<file path="config.mk">
export PLATFORM = sky130hd
export DESIGN_NAME = controlUnit
export DESIGN_NICKNAME = d
export VERILOG_FILES = /design/src/logic/controlPkg.sv /design/src/logic/rTypeDecoder.sv /design/src/logic/immDecoder.sv /design/src/logic/memDecoder.sv /design/src/logic/flowDecoder.sv /design/src/logic/cop0Decoder.sv /design/src/logic/controlUnit.sv
export SDC_FILE = /design/constraint.sdc
export NUM_CORES = 1
export LEC_CHECK = 0
export BUFFER_PORTS_ARGS = -buffer_cell sky130_fd_sc_hd__clkbuf_2
export CAP_MARGIN = 20
export CORE_MARGIN = 3
export CORE_UTILIZATION = 44
export DETAILED_ROUTE_END_ITERATION = 6
export PLACE_DENSITY = 0.66
export SLEW_MARGIN = 20
export SYNTH_ARGS = -nofsm -noshare
export SYNTH_HDL_FRONTEND = slang
export SYNTH_HIERARCHICAL = 1
export SYNTH_SLANG_ARGS = --single-unit
</file>
<file path="constraint.sdc">
create_clock -name clk -period 0.81 [get_ports clk]
set_clock_uncertainty 0.1 [all_clocks]
set_input_delay 0.162 -clock clk [delete_from_list [all_inputs] [get_ports clk]]
set_output_delay 0.162 -clock clk [all_outputs]
set_load 0.02 [all_outputs]
</file>
<file path="src/logic/controlPkg.sv">
package controlPkg;

	localparam int opW = 6;
	localparam int functW = 6;
	localparam int regW = 5;

	typedef enum logic [opW-1:0] {
		opR = 6'd0, opRegimm = 6'd1, opJ = 6'd2, opJal = 6'd3,
		opBeq = 6'd4, opBne = 6'd5, opBlez = 6'd6, opBgtz = 6'd7,
		opAddi = 6'd8, opAddiu = 6'd9, opSlti = 6'd10, opSltiu = 6'd11,
		opAndi = 6'd12, opOri = 6'd13, opXori = 6'd14, opLui = 6'd15,
		opCop0 = 6'd16,
		opLb = 6'd32, opLh = 6'd33, opLw = 6'd35, opLbu = 6'd36, opLhu = 6'd37,
		opSb = 6'd40, opSh = 6'd41, opSw = 6'd43
	} opcodeT;

	typedef enum logic [functW-1:0] {
		functSll = 6'd0, functSrl = 6'd2, functSra = 6'd3,
		functSllv = 6'd4, functSrlv = 6'd6, functSrav = 6'd7,
		functJr = 6'd8, functJalr = 6'd9, functSyscall = 6'd12,
		functEret = 6'd24,
		functAdd = 6'd32, functAddu = 6'd33, functSub = 6'd34, functSubu = 6'd35,
		functAnd = 6'd36, functOr = 6'd37, functXor = 6'd38, functNor = 6'd39,
		functSlt = 6'd42, functSltu = 6'd43
	} functT;

	// rs field selects the cop0 operation
	localparam logic [regW-1:0] rsMfc0 = 5'd0;
	localparam logic [regW-1:0] rsMtc0 = 5'd4;
	localparam logic [regW-1:0] rsEret = 5'd16;

	typedef enum logic [5:0] {
		aluNop, aluAdd, aluAddu, aluSub, aluSubu,
		aluSll, aluSllv, aluSra, aluSrav, aluSrl, aluSrlv,
		aluAnd, aluOr, aluXor, aluNor,
		aluSlt, aluSltu, aluSgt, aluLui, aluJump
	} aluOpT;

	typedef enum logic [1:0] {srcAZero = 2'd0, srcARs = 2'd1, srcAShamt = 2'd2, srcAPc = 2'd3} srcAT;

	typedef enum logic [2:0] {
		srcBRt = 3'd0, srcBSignImm = 3'd2, srcBZeroImm = 3'd4,
		srcBZero = 3'd5, srcBJumpTarget = 3'd6
	} srcBT;

	typedef enum logic [1:0] {regDstRt = 2'd0, regDstRd = 2'd1, regDstRa = 2'd2} regDstT;
	typedef enum logic [1:0] {wbAlu = 2'd0, wbMem = 2'd1, wbLink = 2'd2} wbSrcT;
	typedef enum logic [1:0] {changeSequence = 2'd0, changeJump = 2'd1, changeBranch = 2'd2} changeT;

	typedef enum logic [2:0] {
		loadNone = 3'd0, loadByte = 3'd1, loadByteU = 3'd2,
		loadHalf = 3'd3, loadHalfU = 3'd4, loadWord = 3'd5
	} loadT;

	typedef enum logic [1:0] {storeNone = 2'd0, storeByte = 2'd1, storeHalf = 2'd2, storeWord = 2'd3} storeT;

	typedef struct packed {
		regDstT regDst;
		logic regWrite;
		srcAT aluSrcA;
		srcBT aluSrcB;
		aluOpT aluOp;
		changeT changeType;
		logic memRead;
		logic memWrite;
		wbSrcT memtoReg;
		storeT storeType;
		loadT loadType;
		logic reverse;		// Invert the branch condition
		logic branchTarget;
		logic syscall;
		logic eret;
		logic reservedInstr;
		logic crRead;
		logic crWrite;
	} controlWordT;

	localparam controlWordT nopWord = '0;		// Pipeline bubble

endpackage

</file>
<file path="src/logic/rTypeDecoder.sv">
`timescale 1ns/1ns

module rTypeDecoder (
	input controlPkg::functT funct,
	output controlPkg::controlWordT word
);

	logic isAlu;
	controlPkg::aluOpT aluOp;

	always_comb
	begin
		isAlu = 1'b1;
		case (funct)
			controlPkg::functSll: aluOp = controlPkg::aluSll;
			controlPkg::functSrl: aluOp = controlPkg::aluSrl;
			controlPkg::functSra: aluOp = controlPkg::aluSra;
			controlPkg::functSllv: aluOp = controlPkg::aluSllv;
			controlPkg::functSrlv: aluOp = controlPkg::aluSrlv;
			controlPkg::functSrav: aluOp = controlPkg::aluSrav;
			controlPkg::functAdd: aluOp = controlPkg::aluAdd;
			controlPkg::functAddu: aluOp = controlPkg::aluAddu;
			controlPkg::functSub: aluOp = controlPkg::aluSub;
			controlPkg::functSubu: aluOp = controlPkg::aluSubu;
			controlPkg::functAnd: aluOp = controlPkg::aluAnd;
			controlPkg::functOr: aluOp = controlPkg::aluOr;
			controlPkg::functXor: aluOp = controlPkg::aluXor;
			controlPkg::functNor: aluOp = controlPkg::aluNor;
			controlPkg::functSlt: aluOp = controlPkg::aluSlt;
			controlPkg::functSltu: aluOp = controlPkg::aluSltu;
			default:
			begin
				isAlu = 1'b0;
				aluOp = controlPkg::aluNop;
			end
		endcase
	end

	always_comb
	begin
		word = controlPkg::nopWord;
		if (isAlu)
		begin
			word.regDst = controlPkg::regDstRd;
			word.regWrite = 1'b1;
			word.aluOp = aluOp;
			word.aluSrcB = controlPkg::srcBRt;
			// Constant shifts take the amount from shamt
			if (funct == controlPkg::functSll || funct == controlPkg::functSra ||
				funct == controlPkg::functSrl)
				word.aluSrcA = controlPkg::srcAShamt;
			else
				word.aluSrcA = controlPkg::srcARs;
		end
		else
		begin
			case (funct)
				controlPkg::functJr, controlPkg::functJalr:
				begin
					word.changeType = controlPkg::changeJump;
					word.aluSrcA = controlPkg::srcARs;
					word.aluSrcB = controlPkg::srcBZero;		// Target is rs + 0
					word.aluOp = controlPkg::aluAdd;
					if (funct == controlPkg::functJalr)
					begin
						word.regDst = controlPkg::regDstRd;
						word.regWrite = 1'b1;
						word.memtoReg = controlPkg::wbLink;
					end
				end
				controlPkg::functSyscall: word.syscall = 1'b1;
				default: word.reservedInstr = 1'b1;
			endcase
		end
	end

endmodule

</file>
<file path="src/logic/immDecoder.sv">
`timescale 1ns/1ns

module immDecoder (
	input controlPkg::opcodeT op,
	output controlPkg::controlWordT word
);

	always_comb
	begin
		word = controlPkg::nopWord;
		word.regDst = controlPkg::regDstRt;
		word.regWrite = 1'b1;
		word.memtoReg = controlPkg::wbAlu;
		word.changeType = controlPkg::changeSequence;
		word.aluSrcA = controlPkg::srcARs;
		word.aluSrcB = controlPkg::srcBZeroImm;		// Logic ops zero-extend
		case (op)
			controlPkg::opAddi:
			begin
				word.aluOp = controlPkg::aluAdd;
				word.aluSrcB = controlPkg::srcBSignImm;
			end
			controlPkg::opAddiu:
			begin
				word.aluOp = controlPkg::aluAddu;
				word.aluSrcB = controlPkg::srcBSignImm;
			end
			controlPkg::opSlti:
			begin
				word.aluOp = controlPkg::aluSlt;
				word.aluSrcB = controlPkg::srcBSignImm;
			end
			controlPkg::opSltiu: word.aluOp = controlPkg::aluSltu;
			controlPkg::opAndi: word.aluOp = controlPkg::aluAnd;
			controlPkg::opOri: word.aluOp = controlPkg::aluOr;
			controlPkg::opXori: word.aluOp = controlPkg::aluXor;
			controlPkg::opLui:
			begin
				word.aluOp = controlPkg::aluLui;
				word.aluSrcA = controlPkg::srcAZero;
			end
			default:
			begin
				word = controlPkg::nopWord;
				word.reservedInstr = 1'b1;
			end
		endcase
	end

endmodule

</file>
<file path="src/logic/memDecoder.sv">
`timescale 1ns/1ns

module memDecoder (
	input controlPkg::opcodeT op,
	output controlPkg::controlWordT word
);

	logic isLoad;

	always_comb
	begin
		word = controlPkg::nopWord;
		isLoad = 1'b0;
		case (op)
			controlPkg::opLb: word.loadType = controlPkg::loadByte;
			controlPkg::opLbu: word.loadType = controlPkg::loadByteU;
			controlPkg::opLh: word.loadType = controlPkg::loadHalf;
			controlPkg::opLhu: word.loadType = controlPkg::loadHalfU;
			controlPkg::opLw: word.loadType = controlPkg::loadWord;
			controlPkg::opSb: word.storeType = controlPkg::storeByte;
			controlPkg::opSh: word.storeType = controlPkg::storeHalf;
			controlPkg::opSw: word.storeType = controlPkg::storeWord;
			default: word.reservedInstr = 1'b1;
		endcase
		isLoad = word.loadType != controlPkg::loadNone;
		if (!word.reservedInstr)
		begin
			word.aluSrcA = controlPkg::srcARs;		// Address is rs + signImm
			word.aluSrcB = controlPkg::srcBSignImm;
			word.aluOp = controlPkg::aluAdd;
			word.memRead = isLoad;
			word.memWrite = !isLoad;
			if (isLoad)
			begin
				word.regDst = controlPkg::regDstRt;
				word.regWrite = 1'b1;
				word.memtoReg = controlPkg::wbMem;
			end
		end
	end

endmodule

</file>
<file path="src/logic/flowDecoder.sv">
`timescale 1ns/1ns

module flowDecoder (
	input controlPkg::opcodeT op,
	input logic [controlPkg::regW-1:0] rt,
	output controlPkg::controlWordT word
);

	always_comb
	begin
		word = controlPkg::nopWord;
		case (op)
			controlPkg::opBeq, controlPkg::opBne:
			begin
				word.aluSrcB = controlPkg::srcBRt;
				word.aluOp = controlPkg::aluSub;		// Equal when difference is zero
				word.reverse = op == controlPkg::opBne;
			end
			controlPkg::opBlez, controlPkg::opBgtz:
			begin
				word.aluSrcB = controlPkg::srcBZero;
				word.aluOp = controlPkg::aluSgt;
				word.reverse = op == controlPkg::opBgtz;
			end
			controlPkg::opRegimm:
			begin
				if (rt == 5'd0 || rt == 5'd1)
				begin
					word.aluSrcB = controlPkg::srcBZero;
					word.aluOp = controlPkg::aluSlt;
					word.reverse = rt[0];		// bgez
				end
				else
					word.reservedInstr = 1'b1;
			end
			controlPkg::opJ, controlPkg::opJal:
			begin
				word.changeType = controlPkg::changeJump;
				word.aluSrcA = controlPkg::srcAPc;
				word.aluSrcB = controlPkg::srcBJumpTarget;
				word.aluOp = controlPkg::aluJump;
				if (op == controlPkg::opJal)
				begin
					word.regDst = controlPkg::regDstRa;
					word.regWrite = 1'b1;
					word.memtoReg = controlPkg::wbLink;
				end
			end
			default: word.reservedInstr = 1'b1;
		endcase
		// Common branch fields
		if (word.aluOp == controlPkg::aluSub || word.aluOp == controlPkg::aluSgt ||
			word.aluOp == controlPkg::aluSlt)
		begin
			word.changeType = controlPkg::changeBranch;
			word.branchTarget = 1'b1;
			word.aluSrcA = controlPkg::srcARs;
		end
	end

endmodule

</file>
<file path="src/logic/cop0Decoder.sv">
`timescale 1ns/1ns

module cop0Decoder (
	input logic [controlPkg::regW-1:0] rs,
	input controlPkg::functT funct,
	output controlPkg::controlWordT word
);

	always_comb
	begin
		word = controlPkg::nopWord;
		case (rs)
			controlPkg::rsMfc0:
			begin
				word.crRead = 1'b1;
				word.regWrite = 1'b1;
				word.regDst = controlPkg::regDstRt;
			end
			controlPkg::rsMtc0: word.crWrite = 1'b1;
			controlPkg::rsEret:
			begin
				if (funct == controlPkg::functEret)
					word.eret = 1'b1;
				else
					word.reservedInstr = 1'b1;		// CO space, other functs
			end
			default: word.reservedInstr = 1'b1;
		endcase
	end

endmodule

</file>
<file path="src/logic/controlUnit.sv">
`timescale 1ns/1ns

module controlUnit (
	input logic clk,
	input logic reset,
	input logic instrValid,
	input logic [31:0] instr,
	output logic ctrlValid,
	output controlPkg::controlWordT ctrl
);

	controlPkg::opcodeT op;
	controlPkg::functT funct;
	logic [controlPkg::regW-1:0] rs;
	logic [controlPkg::regW-1:0] rt;

	controlPkg::controlWordT rWord;
	controlPkg::controlWordT immWord;
	controlPkg::controlWordT memWord;
	controlPkg::controlWordT flowWord;
	controlPkg::controlWordT cop0Word;
	controlPkg::controlWordT nextWord;

	assign op = controlPkg::opcodeT'(instr[31 -: controlPkg::opW]);
	assign rs = instr[25:21];
	assign rt = instr[20:16];
	assign funct = controlPkg::functT'(instr[controlPkg::functW-1:0]);

	rTypeDecoder u_rType (.funct(funct), .word(rWord));
	immDecoder u_imm (.op(op), .word(immWord));
	memDecoder u_mem (.op(op), .word(memWord));
	flowDecoder u_flow (.op(op), .rt(rt), .word(flowWord));
	cop0Decoder u_cop0 (.rs(rs), .funct(funct), .word(cop0Word));

	// Opcode class picks the sub-decoder
	always_comb
	begin
		case (op)
			controlPkg::opR: nextWord = rWord;
			controlPkg::opAddi, controlPkg::opAddiu, controlPkg::opSlti,
			controlPkg::opSltiu, controlPkg::opAndi, controlPkg::opOri,
			controlPkg::opXori, controlPkg::opLui:
				nextWord = immWord;
			controlPkg::opLb, controlPkg::opLbu, controlPkg::opLh,
			controlPkg::opLhu, controlPkg::opLw, controlPkg::opSb,
			controlPkg::opSh, controlPkg::opSw:
				nextWord = memWord;
			controlPkg::opRegimm, controlPkg::opBeq, controlPkg::opBne,
			controlPkg::opBlez, controlPkg::opBgtz, controlPkg::opJ,
			controlPkg::opJal:
				nextWord = flowWord;
			controlPkg::opCop0: nextWord = cop0Word;
			default:
			begin
				nextWord = controlPkg::nopWord;
				nextWord.reservedInstr = 1'b1;		// Unknown opcode
			end
		endcase
	end

	always_ff @(posedge clk or negedge reset)
	begin
		if (!reset)
		begin
			ctrlValid <= 1'b0;
			ctrl <= controlPkg::nopWord;
		end
		else
		begin
			ctrlValid <= instrValid;
			ctrl <= instrValid ? nextWord : controlPkg::nopWord;		// Bubble when idle
		end
	end

endmodule

</file>
* After elaboration in Yosys (flattened, before gate mapping)
Cells that the tools add are included.
Cells by class: eq/ne operators 49, mux-type cells 44, reduce and logical (&&, ||, !) cells 25
Operator list (count):
- 32-bit case mux with 5 select lines | 1
- 6-bit == test (second input constant) | 18
- 5-bit case mux with 16 select lines | 1
- 6-bit by 4-bit == test with 1-bit output (second input constant) | 12
- 6-bit by 3-bit == test with 1-bit output (second input constant) | 7
- 5-bit case mux with 8 select lines | 1
- 9-bit case mux with 4 select lines | 1
- 32-bit 2-to-1 mux | 1
- 6-bit by 2-bit == test with 1-bit output (second input constant) | 5
- 2-bit 2-to-1 mux | 10
- 6-bit by 5-bit == test with 1-bit output (second input constant) | 3
- 1-bit 2-to-1 mux | 18
- 16-bit OR reduction | 1
- 8-bit OR reduction | 2
- 15-bit 2-to-1 mux | 1
- 3-bit case mux with 5 select lines | 1
- 7-bit OR reduction | 2
- 13-bit 2-to-1 mux | 1
- 6-bit logical NOT | 2
- 5-bit logical NOT | 2
- 2-bit OR reduction | 5
- 9-bit 2-to-1 mux | 1
- 6-bit by 1-bit == test with 1-bit output (second input constant) | 1
- 2-bit case mux with 3 select lines | 1
- other kinds (14) | 20
Storage, ports and cells: flip-flop bits (word level) 33, output and inout bits 33, word-level logic and storage cells 137

* Longest topological paths before layout
word-level depth 10, gate-level depth with buffers 7, depth with buffers taken out 5

* Cells and area by module
The synthesis kept the hierarchy.
Modules (own cells, without submodules):
- controlUnit | times used 1, cells an instance 162, area each 1848.0 µm²
- rTypeDecoder | times used 1, cells an instance 77, area each 523.0 µm²
- flowDecoder | times used 1, cells an instance 49, area each 331.6 µm²
- memDecoder | times used 1, cells an instance 45, area each 327.8 µm²
- immDecoder | times used 1, cells an instance 40, area each 286.5 µm²
- cop0Decoder | times used 1, cells an instance 38, area each 284.0 µm²

* Worst setup path after synthesis
Ideal clock, no wire load.
path kind input to register, start in instr[27], end reg ctrl[1] (netlist bit), setup time 0.073 ns, data arrival time 1.406 ns, data required time 0.637 ns, setup slack -0.770 ns, stages 5, buffers on the path 1, cell sequence or4_4 -> nor3b_4 -> buf_6 -> a22oi_2 -> a21oi_2
On the way: word-level cells in the longest chain between the ends 4, elaborated cells on any way between the ends 30, classes of those cells eq/ne: 24; mux: 2; reduce/logical: 4
Ends and longest elaborated chain:
- start, declared | RTL line controlUnit.sv:7 | input logic [31:0] instr,
- 6-bit == test (tied with other cells) | RTL line controlUnit.sv:38 | case (op)
- 8-bit OR reduction (no line) / 7-bit OR reduction (equally long branches)
- 32-bit case mux with 5 select lines (*) | RTL line controlUnit.sv:38
- 32-bit 2-to-1 mux (*) | RTL line controlUnit.sv:71 | ctrl <= instrValid ? nextWord : controlPkg::nopWord;
- end signal, assigned | RTL line controlUnit.sv:66 | ctrl <= controlPkg::nopWord;
- end signal, assigned | RTL line controlUnit.sv:71
- end, declared | RTL line controlUnit.sv:9 | output controlPkg::controlWordT ctrl
Mark *: on every way between the ends. The rest lies on a longest branch, timed or not.

==> out/results.ini <==
[worst_setup_path]
crit_path_frequent_cell=buf_6
cp-end-kind=flip-flop
crit_required_ns=0.86
slowest_stage=a222oi_1
cp.arrival_ns=1.52
worstSetupPathType=in2reg
crit_family=compound AO/OA/AOI/OAI gates
cp-start-kind=input port
crit_path_max_fanout=6
crit_buf_inv=3
critical-path-max-stage-delay_ns=0.55
worstPathCellList=buf_6 > buf_6 > clkbuf_16 > nor2_2 > a21oi_1 > a222oi_1 > a21oi_2

[die]
ios=68
fp.dieArea_sq_mm=0.00931
num_rows=32
die_width_um=96.5
coreArea_sq_mm=0.00785
die_y_um=96.5
start_util=0.459

[synth]
synth_cell_types=57
synth-edff-count=0
synth_xor_area_frac=0.0184
syn_inst=411
synth-simple-area-share=0.166
synth_top_family_by_area=buffers and inverters
ys_ff_latch=33
seq_area_frac_synth=0.229
synth-compound-area-share=0.287
async_reset_ff_frac=1.00
yosysTopAreaCell=buf_4
yosys_warnings=6
synth_flop_cell=dfrtp_1
synth_adder_area_share=0
synthMuxAreaShare=0.00278
yosys-top-cells-area=buf_4 (24%), dfrtp_1 (23%), a222oi_1 (8.9%), a21oi_1 (5.0%), a22oi_1 (4.6%)
yosysTopAreaCellShare=0.236
avgSynthCellArea_sq_um=8.76
synth_common_cells=buf_4 (113), a21oi_1 (36), dfrtp_1 (33)
synthesis.area_sq_mm=0.00360
synth.most_common_cell=buf_4

[status]
failed_checks=setup timing
status=finished with violations

[timing]
min_period_ns=1.47
whs_ns=0.0507
slew_headroom=0.614
fin_crit_sh=1.82
fmax_mhz=679
setup_viol=64
rsz0062_at_grt=true
worstMarginPinSlew_ns=0.574
drv_slew=0
setup_ws_ns=-0.663
hold_viol_final=0

[cts]
numCtsBuffers=5
cts_tree=yes
htree_levels=2
cts_max_path_buffers=2
cts_root_buffer=clkbuf_8
cts_sinks=33
clk_pin_slew_worst_paths_ns=0.06

[placed_design]
dp_hpwl_um=6540
pre_cts_ws_ns=-1.04
place_area_sq_mm=0.00398
io_buffer_count=57
gp_congestion=0.859

[routing]
wl_um=9550
num_vias=3278
post_drt_wl_per_cell_um=15.1
vias_per_cell=5.19
drc_errors=0
ant_nets=0
drtIter0Drc=315
drt_first_pass_iters=7

[global_routing]
grtUsageTotal=0.198
grt-ovfl-total=0
grt_pass1_wl_um=14400
grt_pass1_vias=2945
grt_max_degree=34
antenna_found_initial=0

[pwr]
seqPwrFrac=0.383
p_switching_mw=1.40
combPwrFrac=0.329
switching_share=0.314
p_leak_nw=2.14
intPower_mw=3.06
power.ir.vdd_worst_uv=487
powerDensity_mw_per_mm2=921
clockPowerShare=0.288

[layout]
fin_nets=564
syn_to_final_growth_pct=34.6
fillCellCount=673
antennaDiodeCount=0
design_area_sq_mm=0.00485
drive_above_1_share=0.459

[worst_hold_path]
hp-class=in2reg

[run]
cap_violations=0

[flip-flops by register name (all words and copies together) (netlist names)]
register   flops
ctrlValid      1
ctrl          32
[metrics by stage]
| stage | utilization | setup TNS (ns) | power [mW] | cells |
|---|---|---|---|---|
| floorplan | - | -21.15 | 2.76 | 505 |
| global placement | 0.507 | -27.91 | 2.87 | 593 |
| detailed placement | 0.507 | -28.53 | 2.90 | 593 |
| CTS | 0.550 | -25.72 | 4.29 | 610 |
| global route | 0.618 | -27.53 | 4.67 | 631 |
| finish | 0.618 | -26.02 | 4.46 | 631 |
[timing repair]
action,4_1_cts,5_1_grt
hold buffers,2,0
hold endpoints to repair,34,0
endpoints found under the setup margin,64,64
resized for setup,36,138
pin swaps,11,22
setup buffers,7,20
gates cloned,1,2
[logic make-up after synthesis]
logic type                after synthesis
xor gates and xnor gates                6
muxes                                   1
buffers and inverters                 148
AOI/OAI and AO/OA                     132
and+or+nand+nor                        86
other                                   5
DFF                                    33
[cells in the final DEF, fill, tap and decap left out, types with 10 or more instances in the layout]
| cell type | count |
|---|---|
| conb_1 | 99 |
| buf_4 | 79 |
| buf_6 | 50 |
| dfrtp_1 | 33 |
| a222oi_1 | 32 |
| a22oi_2 | 24 |
| a21oi_2 | 23 |
| a21oi_1 | 22 |
| clkbuf_2 | 16 |
| nor2_1 | 10 |
[area by class of cell]
cell class,count,area [sq um],share of cell area
clock buffer,7,86.3,0.0178
inverter,5,20.0,0.00413
multi-input combinational,324,2290,0.473
sequential,33,826,0.170
tap,102,128,0.0263
timing repair buffer,160,1500,0.309
[worst paths after layout]
check	from	endpoint	depth (start not counted)
worst max-delay path	instr[28]	ctrl[19]	7
worst min-delay path	instrValid	ctrl[2]	3
max in group asynchronous	reset	ctrlValid	3
min in group asynchronous	reset	ctrl[30]	3
[power by group through the flow]
stage | clock (mW) | sequential, mW | combinational (mW)
global placement | 0 | 1.73 | 1.14
global route | 1.37 | 1.71 | 1.59
finish | 1.28 | 1.71 | 1.47
CTS | 1.33 | 1.70 | 1.26
floorplan | 0 | 1.78 | 0.975
detailed placement | 0 | 1.73 | 1.16
[routing by layer]
layer	GRT usage	up-vias	wire [um]
met5	0	-	0
met4	0.0456	0	163
li1	-	1560	-
met1	0.262	1577	4000
met3	0.0271	18	526
met2	0.341	123	4860
Note: power is estimated with default switching activity, not from simulation.
